`src/rv_pkg.sv`:
```
package rv_pkg;

    localparam int XLEN = 32;
    localparam logic [31:0] RESET_PC = 32'h0000_0000;

    // Opcodes ------------------------
    localparam logic [6:0] OP_REG    = 7'b0110011;
    localparam logic [6:0] OP_IMM    = 7'b0010011;
    localparam logic [6:0] OP_LUI    = 7'b0110111;
    localparam logic [6:0] OP_AUIPC  = 7'b0010111;
    localparam logic [6:0] OP_JAL    = 7'b1101111;
    localparam logic [6:0] OP_JALR   = 7'b1100111;
    localparam logic [6:0] OP_BRANCH = 7'b1100011;

    typedef enum logic [3:0] {
        ALU_ADD,
        ALU_SUB,
        ALU_SLL,
        ALU_SLT,
        ALU_SLTU,
        ALU_XOR,
        ALU_SRL,
        ALU_SRA,
        ALU_OR,
        ALU_AND,
        ALU_PASS_B
    } alu_op_t;

    typedef enum logic [1:0] {
        FWD_REG = 2'b00,
        FWD_WB  = 2'b01,
        FWD_MEM = 2'b10
    } fwd_sel_t;

    // Instruction formats ------------
    typedef struct packed {
        logic [6:0] funct7;
        logic [4:0] rs2;
        logic [4:0] rs1;
        logic [2:0] funct3;
        logic [4:0] rd;
        logic [6:0] opcode;
    } r_fmt_t;

    typedef struct packed {
        logic [11:0] imm;
        logic [4:0]  rs1;
        logic [2:0]  funct3;
        logic [4:0]  rd;
        logic [6:0]  opcode;
    } i_fmt_t;

    typedef struct packed {
        logic [6:0] imm_hi;
        logic [4:0] rs2;
        logic [4:0] rs1;
        logic [2:0] funct3;
        logic [4:0] imm_lo;
        logic [6:0] opcode;
    } s_fmt_t;

    typedef struct packed {
        logic       imm12;
        logic [5:0] imm10_5;
        logic [4:0] rs2;
        logic [4:0] rs1;
        logic [2:0] funct3;
        logic [3:0] imm4_1;
        logic       imm11;
        logic [6:0] opcode;
    } b_fmt_t;

    typedef struct packed {
        logic [19:0] imm;
        logic [4:0]  rd;
        logic [6:0]  opcode;
    } u_fmt_t;

    typedef struct packed {
        logic       imm20;
        logic [9:0] imm10_1;
        logic       imm11;
        logic [7:0] imm19_12;
        logic [4:0] rd;
        logic [6:0] opcode;
    } j_fmt_t;

    typedef union packed {
        r_fmt_t r;
        i_fmt_t i;
        s_fmt_t s;
        b_fmt_t b;
        u_fmt_t u;
        j_fmt_t j;
    } instr_u;

    // Stage records ------------------
    typedef struct packed {
        logic        valid;
        logic [31:0] pc;
        instr_u      instr;
    } fd_t;

    typedef struct packed {
        alu_op_t    alu_ctrl;
        logic       alu_src;
        logic       op1_pc;
        logic       jump;
        logic       branch;
        logic       jalr;
        logic       rs1_used;
        logic       rs2_used;
        logic       reg_write;
        logic [2:0] funct3;
    } ctrl_t;

    typedef struct packed {
        logic            valid;
        ctrl_t           ctrl;
        logic [XLEN-1:0] pc;
        logic [XLEN-1:0] rd1;
        logic [XLEN-1:0] rd2;
        logic [XLEN-1:0] imm_ext;
        logic [4:0]      rs1;
        logic [4:0]      rs2;
        logic [4:0]      rd;
    } de_t;

    typedef struct packed {
        logic            valid;
        logic            reg_write;
        logic [4:0]      rd;
        logic [XLEN-1:0] pc;
        logic [XLEN-1:0] result;
    } wb_t;

endpackage

```
`src/alu.sv`:
```
`timescale 1ns/1ps

module alu import rv_pkg::*; #(
    parameter int D_WIDTH = XLEN
) (
    input  logic [D_WIDTH-1:0] aluop1,
    input  logic [D_WIDTH-1:0] aluop2,
    input  alu_op_t            aluctrl,
    input  logic [2:0]         funct3,
    output logic [D_WIDTH-1:0] aluout,
    output logic               eq
);

localparam int SH_W = $clog2(D_WIDTH);

logic [SH_W-1:0] shamt;
logic            lt_s;
logic            lt_u;

assign shamt = aluop2[SH_W-1:0];
assign lt_s  = $signed(aluop1) < $signed(aluop2);
assign lt_u  = aluop1 < aluop2;

always_comb begin
    case (aluctrl)
        ALU_ADD:    aluout = aluop1 + aluop2;
        ALU_SUB:    aluout = aluop1 - aluop2;
        ALU_SLL:    aluout = aluop1 << shamt;
        ALU_SLT:    aluout = D_WIDTH'(lt_s);
        ALU_SLTU:   aluout = D_WIDTH'(lt_u);
        ALU_XOR:    aluout = aluop1 ^ aluop2;
        ALU_SRL:    aluout = aluop1 >> shamt;
        ALU_SRA:    aluout = $signed(aluop1) >>> shamt;
        ALU_OR:     aluout = aluop1 | aluop2;
        ALU_AND:    aluout = aluop1 & aluop2;
        ALU_PASS_B: aluout = aluop2;  // LUI.
        default:    aluout = '0;
    endcase
end

// Branch condition.
always_comb begin
    case (funct3)
        3'b000:  eq = (aluop1 == aluop2);
        3'b001:  eq = (aluop1 != aluop2);
        3'b100:  eq = lt_s;
        3'b101:  eq = !lt_s;
        3'b110:  eq = lt_u;
        3'b111:  eq = !lt_u;
        default: eq = 1'b0;
    endcase
end

endmodule

```
`src/core_top.sv`:
```
`timescale 1ns/1ps

module core_top import rv_pkg::*; #(
    parameter int D_WIDTH = XLEN
) (
    input  logic        clk,
    input  logic        arst_n,
    output logic        fetch_req,
    output logic [31:0] fetch_addr,
    input  logic        fetch_ack,
    input  logic [31:0] fetch_data,
    output wb_t         retire
);

fd_t                fd_d;
fd_t                fd_q;
de_t                de_d;
de_t                de_q;
wb_t                mem_d;
wb_t                mem_q;
wb_t                wb_q;
ctrl_t              ctrl_d;
logic [D_WIDTH-1:0] imm_d;
logic [4:0]         rs1_d;
logic [4:0]         rs2_d;
logic [4:0]         rd_d;
logic [D_WIDTH-1:0] rd1_d;
logic [D_WIDTH-1:0] rd2_d;
logic               pc_src;
logic [D_WIDTH-1:0] alu_result_e;
logic [D_WIDTH-1:0] pc_target_e;
fwd_sel_t           fwd_rs1;
fwd_sel_t           fwd_rs2;
logic               flush;

fetch u_fetch (
    .clk         (clk),
    .arst_n      (arst_n),
    .redirect    (pc_src),
    .redirect_pc (pc_target_e),
    .fetch_req   (fetch_req),
    .fetch_addr  (fetch_addr),
    .fetch_ack   (fetch_ack),
    .fetch_data  (fetch_data),
    .fd          (fd_d)
);

decode #(.D_WIDTH(D_WIDTH)) u_decode (
    .fd      (fd_q),
    .de_ctrl (ctrl_d),
    .imm_ext (imm_d),
    .rs1     (rs1_d),
    .rs2     (rs2_d),
    .rd      (rd_d)
);

regfile #(.D_WIDTH(D_WIDTH)) u_regfile (
    .clk    (clk),
    .arst_n (arst_n),
    .rs1    (rs1_d),
    .rs2    (rs2_d),
    .rd1    (rd1_d),
    .rd2    (rd2_d),
    .wb     (wb_q)
);

execute #(.D_WIDTH(D_WIDTH)) u_execute (
    .de           (de_q),
    .result_w     (wb_q.result),
    .alu_result_m (mem_q.result),
    .fwd_rs1      (fwd_rs1),
    .fwd_rs2      (fwd_rs2),
    .pc_src       (pc_src),
    .alu_result   (alu_result_e),
    .pc_target    (pc_target_e)
);

hazard_unit u_hazard (
    .de      (de_q),
    .mem     (mem_q),
    .wb      (wb_q),
    .pc_src  (pc_src),
    .fwd_rs1 (fwd_rs1),
    .fwd_rs2 (fwd_rs2),
    .flush   (flush)
);

// Stage records -----------------
always_comb begin
    de_d.valid   = fd_q.valid;
    de_d.ctrl    = ctrl_d;
    de_d.pc      = fd_q.pc;
    de_d.rd1     = rd1_d;
    de_d.rd2     = rd2_d;
    de_d.imm_ext = imm_d;
    de_d.rs1     = rs1_d;
    de_d.rs2     = rs2_d;
    de_d.rd      = rd_d;

    mem_d.valid     = de_q.valid;
    mem_d.reg_write = de_q.ctrl.reg_write;
    mem_d.rd        = de_q.rd;
    mem_d.pc        = de_q.pc;
    mem_d.result    = alu_result_e;
end

always_ff @(posedge clk or negedge arst_n) begin
    if (!arst_n) begin
        fd_q.valid  <= 1'b0;
        de_q.valid  <= 1'b0;
        mem_q.valid <= 1'b0;
        wb_q.valid  <= 1'b0;
    end else begin
        fd_q  <= fd_d;
        de_q  <= de_d;
        mem_q <= mem_d;  // The redirecting instruction itself moves on.
        wb_q  <= mem_q;
        if (flush) begin
            fd_q.valid <= 1'b0;
            de_q.valid <= 1'b0;
        end
    end
end

assign retire = wb_q;

endmodule

```
`src/decode.sv`:
```
`timescale 1ns/1ps

module decode import rv_pkg::*; #(
    parameter int D_WIDTH = XLEN
) (
    input  fd_t                fd,
    output ctrl_t              de_ctrl,
    output logic [D_WIDTH-1:0] imm_ext,
    output logic [4:0]         rs1,
    output logic [4:0]         rs2,
    output logic [4:0]         rd
);

logic [6:0]  opcode;
logic [31:0] imm32;

function automatic alu_op_t alu_sel(input logic [2:0] f3, input logic alt, input logic is_reg);
    case (f3)
        3'b000:  return (is_reg && alt) ? ALU_SUB : ALU_ADD;
        3'b001:  return ALU_SLL;
        3'b010:  return ALU_SLT;
        3'b011:  return ALU_SLTU;
        3'b100:  return ALU_XOR;
        3'b101:  return alt ? ALU_SRA : ALU_SRL;
        3'b110:  return ALU_OR;
        default: return ALU_AND;
    endcase
endfunction

assign opcode  = fd.instr.r.opcode;
assign rs1     = fd.instr.r.rs1;
assign rs2     = fd.instr.r.rs2;
assign rd      = fd.instr.r.rd;
assign imm_ext = D_WIDTH'($signed(imm32));

always_comb begin
    de_ctrl        = '0;
    de_ctrl.funct3 = fd.instr.r.funct3;
    imm32          = '0;

    if (fd.valid) begin
        case (opcode)
            OP_REG: begin
                de_ctrl.alu_ctrl  = alu_sel(fd.instr.r.funct3, fd.instr.r.funct7[5], 1'b1);
                de_ctrl.rs1_used  = 1'b1;
                de_ctrl.rs2_used  = 1'b1;
                de_ctrl.reg_write = 1'b1;
            end
            OP_IMM: begin
                de_ctrl.alu_ctrl  = alu_sel(fd.instr.i.funct3, fd.instr.r.funct7[5], 1'b0);
                de_ctrl.alu_src   = 1'b1;
                de_ctrl.rs1_used  = 1'b1;
                de_ctrl.reg_write = 1'b1;
                imm32             = 32'($signed(fd.instr.i.imm));
            end
            OP_LUI, OP_AUIPC: begin
                de_ctrl.alu_ctrl  = (opcode == OP_LUI) ? ALU_PASS_B : ALU_ADD;
                de_ctrl.op1_pc    = (opcode == OP_AUIPC);
                de_ctrl.alu_src   = 1'b1;
                de_ctrl.reg_write = 1'b1;
                imm32             = {fd.instr.u.imm, 12'b0};
            end
            OP_JAL: begin
                de_ctrl.jump      = 1'b1;
                de_ctrl.op1_pc    = 1'b1;
                de_ctrl.reg_write = 1'b1;
                imm32 = 32'($signed({fd.instr.j.imm20, fd.instr.j.imm19_12, fd.instr.j.imm11,
                                     fd.instr.j.imm10_1, 1'b0}));
            end
            OP_JALR: begin
                de_ctrl.jump      = 1'b1;
                de_ctrl.jalr      = 1'b1;
                de_ctrl.alu_src   = 1'b1;
                de_ctrl.rs1_used  = 1'b1;
                de_ctrl.reg_write = 1'b1;
                imm32             = 32'($signed(fd.instr.i.imm));
            end
            OP_BRANCH: begin
                de_ctrl.alu_ctrl = ALU_SUB;
                de_ctrl.branch   = 1'b1;
                de_ctrl.rs1_used = 1'b1;
                de_ctrl.rs2_used = 1'b1;
                imm32 = 32'($signed({fd.instr.b.imm12, fd.instr.b.imm11, fd.instr.b.imm10_5,
                                     fd.instr.b.imm4_1, 1'b0}));
            end
            default: ;  // Unknown opcode retires as a no-op.
        endcase
    end
end

endmodule

```
`src/execute.sv`:
```
`timescale 1ns/1ps

module execute import rv_pkg::*; #(
    parameter int D_WIDTH = XLEN
) (
    input  de_t                de,
    input  logic [D_WIDTH-1:0] result_w,
    input  logic [D_WIDTH-1:0] alu_result_m,
    input  fwd_sel_t           fwd_rs1,
    input  fwd_sel_t           fwd_rs2,
    output logic               pc_src,
    output logic [D_WIDTH-1:0] alu_result,
    output logic [D_WIDTH-1:0] pc_target
);

logic [D_WIDTH-1:0] fwd_a;
logic [D_WIDTH-1:0] fwd_b;
logic [D_WIDTH-1:0] src_a;
logic [D_WIDTH-1:0] src_b;
logic [D_WIDTH-1:0] alu_res;
logic [D_WIDTH-1:0] pc_imm;
logic               cond;

function automatic logic [D_WIDTH-1:0] fwd_pick(input fwd_sel_t sel,
                                                input logic [D_WIDTH-1:0] reg_val);
    case (sel)
        FWD_WB:  return result_w;
        FWD_MEM: return alu_result_m;
        default: return reg_val;
    endcase
endfunction

// Operand select ----------------
assign fwd_a = de.ctrl.rs1_used ? fwd_pick(fwd_rs1, de.rd1) : '0;
assign fwd_b = de.ctrl.rs2_used ? fwd_pick(fwd_rs2, de.rd2) : '0;
assign src_a = de.ctrl.op1_pc ? de.pc : fwd_a;
assign src_b = de.ctrl.alu_src ? de.imm_ext : fwd_b;

alu #(.D_WIDTH(D_WIDTH)) u_alu (
    .aluop1  (src_a),
    .aluop2  (src_b),
    .aluctrl (de.ctrl.alu_ctrl),
    .funct3  (de.ctrl.funct3),
    .aluout  (alu_res),
    .eq      (cond)
);

// Control flow ------------------
assign pc_imm     = de.pc + de.imm_ext;
assign pc_target  = de.ctrl.jalr ? {alu_res[D_WIDTH-1:1], 1'b0} : pc_imm;
assign pc_src     = de.valid && (de.ctrl.jump || (de.ctrl.branch && cond));
assign alu_result = de.ctrl.jump ? de.pc + D_WIDTH'(4) : alu_res;  // Link value.

endmodule

```
`src/fetch.sv`:
```
`timescale 1ns/1ps

module fetch import rv_pkg::*; (
    input  logic        clk,
    input  logic        arst_n,
    input  logic        redirect,
    input  logic [31:0] redirect_pc,
    output logic        fetch_req,
    output logic [31:0] fetch_addr,
    input  logic        fetch_ack,
    input  logic [31:0] fetch_data,
    output fd_t         fd
);

typedef enum logic {S_IDLE, S_REQ} state_t;

state_t      state;
logic [31:0] addr_q;
logic [31:0] pend_pc;   // Target taken while a word was in flight.
logic        discard;
logic        accept;
logic        hold;

assign accept     = (state == S_REQ) && fetch_ack;
assign hold       = (state == S_REQ) && !fetch_ack;
assign fetch_req  = (state == S_REQ);
assign fetch_addr = addr_q;

assign fd.valid = accept && !discard;
assign fd.pc    = addr_q;
assign fd.instr = fetch_data;

always_ff @(posedge clk or negedge arst_n) begin
    if (!arst_n) begin
        state   <= S_IDLE;
        addr_q  <= RESET_PC;
        discard <= 1'b0;
    end else begin
        case (state)
            S_IDLE:  if (!fetch_ack) state <= S_REQ;  // Wait for ack to drop.
            S_REQ:   if (fetch_ack) state <= S_IDLE;
            default: state <= S_IDLE;
        endcase

        // Address must stay stable while req is up.
        if (redirect && !hold) begin
            addr_q <= redirect_pc;
        end else if (accept) begin
            addr_q <= discard ? pend_pc : addr_q + 32'd4;
        end

        if (redirect && hold) begin
            discard <= 1'b1;
        end else if (accept) begin
            discard <= 1'b0;
        end
    end
end

always_ff @(posedge clk) begin
    if (redirect) pend_pc <= redirect_pc;
end

endmodule

```
`src/hazard_unit.sv`:
```
`timescale 1ns/1ps

module hazard_unit import rv_pkg::*; (
    input  de_t      de,
    input  wb_t      mem,
    input  wb_t      wb,
    input  logic     pc_src,
    output fwd_sel_t fwd_rs1,
    output fwd_sel_t fwd_rs2,
    output logic     flush
);

function automatic logic hit(input wb_t stg, input logic [4:0] rs, input logic used);
    return used && (rs != 5'd0) && stg.valid && stg.reg_write && (stg.rd == rs);
endfunction

// Memory stage is the younger result and wins.
assign fwd_rs1 = hit(mem, de.rs1, de.ctrl.rs1_used) ? FWD_MEM :
                 hit(wb, de.rs1, de.ctrl.rs1_used)  ? FWD_WB  : FWD_REG;
assign fwd_rs2 = hit(mem, de.rs2, de.ctrl.rs2_used) ? FWD_MEM :
                 hit(wb, de.rs2, de.ctrl.rs2_used)  ? FWD_WB  : FWD_REG;

assign flush = pc_src;  // Drop decode and execute on redirect.

endmodule

```
`src/regfile.sv`:
```
`timescale 1ns/1ps

module regfile import rv_pkg::*; #(
    parameter int D_WIDTH = XLEN
) (
    input  logic               clk,
    input  logic               arst_n,
    input  logic [4:0]         rs1,
    input  logic [4:0]         rs2,
    output logic [D_WIDTH-1:0] rd1,
    output logic [D_WIDTH-1:0] rd2,
    input  wb_t                wb
);

logic [D_WIDTH-1:0] regs [1:31];
logic               we;

assign we = wb.valid && wb.reg_write && (wb.rd != 5'd0);

always_ff @(posedge clk or negedge arst_n) begin
    if (!arst_n) begin
        for (int i = 1; i < 32; i++) begin
            regs[i] <= '0;
        end
    end else if (we) begin
        regs[wb.rd] <= wb.result;
    end
end

// x0 reads zero, a same-cycle write is passed through.
assign rd1 = (rs1 == 5'd0) ? '0 : (we && wb.rd == rs1) ? wb.result : regs[rs1];
assign rd2 = (rs2 == 5'd0) ? '0 : (we && wb.rd == rs2) ? wb.result : regs[rs2];

endmodule

```
`config.mk`:
```
export PLATFORM = sky130hd
export DESIGN_NAME = core_top
export DESIGN_NICKNAME = d
export VERILOG_FILES = /design/src/rv_pkg.sv /design/src/alu.sv /design/src/core_top.sv /design/src/decode.sv /design/src/execute.sv /design/src/fetch.sv /design/src/hazard_unit.sv /design/src/regfile.sv
export SDC_FILE = /design/constraint.sdc
export NUM_CORES = 2
export LEC_CHECK = 0
export ABC_AREA = 1
export BUFFER_PORTS_ARGS = -buffer_cell sky130_fd_sc_hd__buf_2
export CAP_MARGIN = 20
export CORE_MARGIN = 2
export CORE_UTILIZATION = 45
export CTS_CLUSTER_SIZE = 10
export DETAILED_ROUTE_END_ITERATION = 16
export HOLD_SLACK_MARGIN = 0.03
export SLEW_MARGIN = 10
export SYNTH_ARGS = -nofsm -noshare
export SYNTH_HDL_FRONTEND = slang
export SYNTH_SLANG_ARGS = --single-unit
```
`constraint.sdc`:
```
create_clock -name clk -period 9.3 [get_ports clk]
set_input_delay 1.86 -clock clk [delete_from_list [all_inputs] [get_ports clk]]
set_output_delay 1.86 -clock clk [all_outputs]
set_load 0.02 [all_outputs]
```
==> results.cfg <==
[run_status]
status = completed

[setup_path]
reg2reg_depth = 27
cp_max_fo = 40
required_ns = 10.04
rr_endpoint = u_fetch.fetch_addr[20]
r2r-start = de_q[14]
worst_setup_path_start_kind = flip-flop
end_kind = flip-flop
worstSetupPathType = reg2reg
reg2reg_slack_ns = 2.06
crit_arrival_ns = 7.98

[global_routing]
grt_max_degree = 168
grt_usage_pct = 40.9
antenna_found_initial = 27
overflow = 0
grt_pass1_wl_mm = 555
grt_pass1_vias = 76200

[cts]
cts_max_level = 4
numCtsBuffers = 168
cts_tree = done
post-cts-setup-buffers = 0
clk_pin_slew_ns = 0.06
clock-sinks = 1424
cts_resized = 0
clock-root-buffer = clkbuf_16
cts_hold_buf = 0
clk_path_buf_depth = 3
clk_latency_ns = 0.84

[layout]
drive_above_1_share_pct = 6.60
multi_input_area_um2 = 37600
final_nets = 10400
stdcell_count = 12700
areaGrowthSynthToFinish_pct = 9.16
regArea_um2 = 37600
fill_cells = 18000

[timing]
worst_slew_pin_slew_ns = 1.25
totalNegativeSetupSlack_ns = 0
hold_violations = 0
final.period_utilization_pct = 77.8
maxSlewViolCount = 0
setup_viol = 0
relSlewSlack_pct = 15.8
setup_slack_ns = 2.06
skew_ns = 0.0540
timing.fmax_ghz = 0.138
rsz0062_at_grt = false
final_period_minus_worst_setup_slack_ns = 7.24

[synth]
synth.area.top_cells = dfrtp_1 (31%), edfxtp_1 (14%), o21ai_0 (11%), nand2_1 (10%), o221ai_1 (5.0%)
synth_area_um2 = 82400
synth_ff_type = dfrtp_1
synthTopCellsByCount = nand2_1 (2267), o21ai_0 (1839), inv_1 (1069)
ys_warn_count = 0
synthArstFlopShare_pct = 72.3
synth_cells = 10500
ys_seq_elements = 1424
synth.avg_cell_area_um2 = 7.81
yosys.cell_count.top_type = nand2_1
netlist.area_leader.share_pct = 31.3
synth_cell_types = 71
synth_top_area_cell = dfrtp_1
yosysSeqAreaShare_pct = 45.7
synth_fp_nets = 10700
synth-edff-count = 394

[floorplan]
rows = 157
io_pins = 139
die_w_um = 432
die_y_um = 432
dieArea_um2 = 186000
initial_core_util_pct = 45.1
core_area_um2 = 182000

[drt]
ant_nets = 0
firstDrtPassIters = 7
drtIter0Drc = 11800
num_vias = 82100
viasPerCell = 6.45
wl_mm = 391
route.detailed.drc = 0
wl_per_cell_um = 30.8

[min_path]
min_to = retire[70]
holdPathStages = 0
hp-class = reg2reg
hp-start = mem_q[70]

[placement]
placed_cells = 12400
port_buffers = 138
gp_congestion = 1.07
place_hpwl_mm = 256
dp_slack_ns = 2.32

[power]
peakVddDrop_uv = 142
powerDensity_nw_per_um2 = 191
p_leak_nw = 37.4

[run]
max_cap_viol_count = 0
-- stage by stage --
step / hold WS (ns) / instance area (um2) / util, % / power, mW
floorplan: 0.354 / 82400 / - / 9.33
global placement: 0.359 / 84600 / 46.4 / 10.8
detailed placement: 0.369 / 84700 / 46.4 / 10.9
CTS: 0.391 / 89800 / 49.2 / 17.1
global route: 0.413 / 89900 / 49.3 / 17.8
finish: 0.397 / 89900 / 49.3 / 17.2
-- layout by cell type (no fill, tap or decap), types with 21 or more instances in the layout --
cell type,instances
nand2_1,2250
o21ai_0,1838
inv_1,1063
dfrtp_1,1030
a21oi_1,797
nand3_1,564
o221ai_1,472
edfxtp_1,394
nor2_1,359
clkbuf_16,175
buf_4,167
buf_2,138
ha_1,131
o211ai_1,100
nand4_1,88
clkbuf_1,73
nor3_1,58
o22ai_1,53
a221oi_1,52
a22oi_1,39
xor2_1,37
o21ai_1,26
inv_2,24
o31ai_1,22
and2_1,21
buf_12,21
-- per-layer routing --
layer / GRT usage, % / up-vias / routed length, um
met5: 0 / - / 167
met4: 21.5 / 24 / 23200
met3: 9.34 / 1095 / 42100
met2: 59.9 / 5181 / 167000
met1: 56.4 / 40100 / 159000
li1: - / 35700 / -
-- flip-flops by register name, summed over array words and instances, names as in the netlist --
signal / flops
retire: 71
u_fetch.fetch_addr: 32
fd_q: 32
de_d: 33
mem_q: 71
de_q: 159
u_fetch.discard: 1
u_regfile.regs: 992
u_fetch.pend_pc: 32
u_fetch.fetch_req: 1
-- worst max-delay path: stages, from the launching register on --
cell and delay, ns:
edfxtp_1 0.44, inv_2 0.09, nand3_2 0.09, nand2_2 0.08, clkinv_2 0.42, nand3_2 0.88
nand3_1 0.38, nand3_1 0.12, a21oi_2 0.26, inv_1 0.11, ha_1 0.48, inv_1 0.15
a21oi_1 0.24, o21ai_0 0.13, a21oi_2 0.21, nor2_1 0.08, a211oi_2 0.46, nand2_2 0.25
xor2_2 0.24, nand2_1 0.07, o21ai_1 0.06, nand3b_1 0.15, nand2_1 0.07, nand2_2 0.09
nand3_4 0.44, inv_2 0.72, nand3_1 0.17, a21oi_1 0.17
-- report_power, final --
part / internal, mW / switching, mW / total, mW / leakage (nW)
clock: 3.55 / 2.74 / 6.29 / 2.42
sequential: 6.98 / 0.504 / 7.48 / 18.0
combinational: 0.902 / 2.51 / 3.41 / 16.9
total: 11.4 / 5.75 / 17.2 / 37.4
-- how the worst max path moves through the flow --
| stage | from | endpoint | slack, ns | cells after the start |
|---|---|---|---|---|
| 2_1_floorplan | retire[67] | u_fetch.pend_pc[0] | 4.39 | 40 |
| 3_3_place_gp | de_q[14] | u_fetch.fetch_addr[19] | 2.36 | 28 |
| 3_5_place_dp | de_q[14] | u_fetch.fetch_addr[20] | 2.32 | 27 |
| 4_1_cts | de_q[14] | u_fetch.fetch_addr[20] | 2.27 | 27 |
| 5_1_grt | de_q[14] | u_fetch.fetch_addr[3] | 1.64 | 28 |
| 6_report | de_q[14] | u_fetch.fetch_addr[20] | 2.06 | 27 |
-- final cells by class --
cell class              instances  area share (%)
flip-flops and latches       1424            41.8
multi-input cells            7197            41.8
diodes                          7          0.0195
clock inverters                16           0.274
inverters                    1103            4.65
well taps                    2385            3.32
repair buffers                332            2.81
clock buffers                 257            5.31
-- cells by family after synthesis --
family          synth area share, %
compound gates                 25.3
xor+xnor                      0.541
fa+ha+maj                      2.04
buf+inv                        9.11
flops                          45.7
simple gates                   17.3
Note: power is estimated with default switching activity, not from simulation.
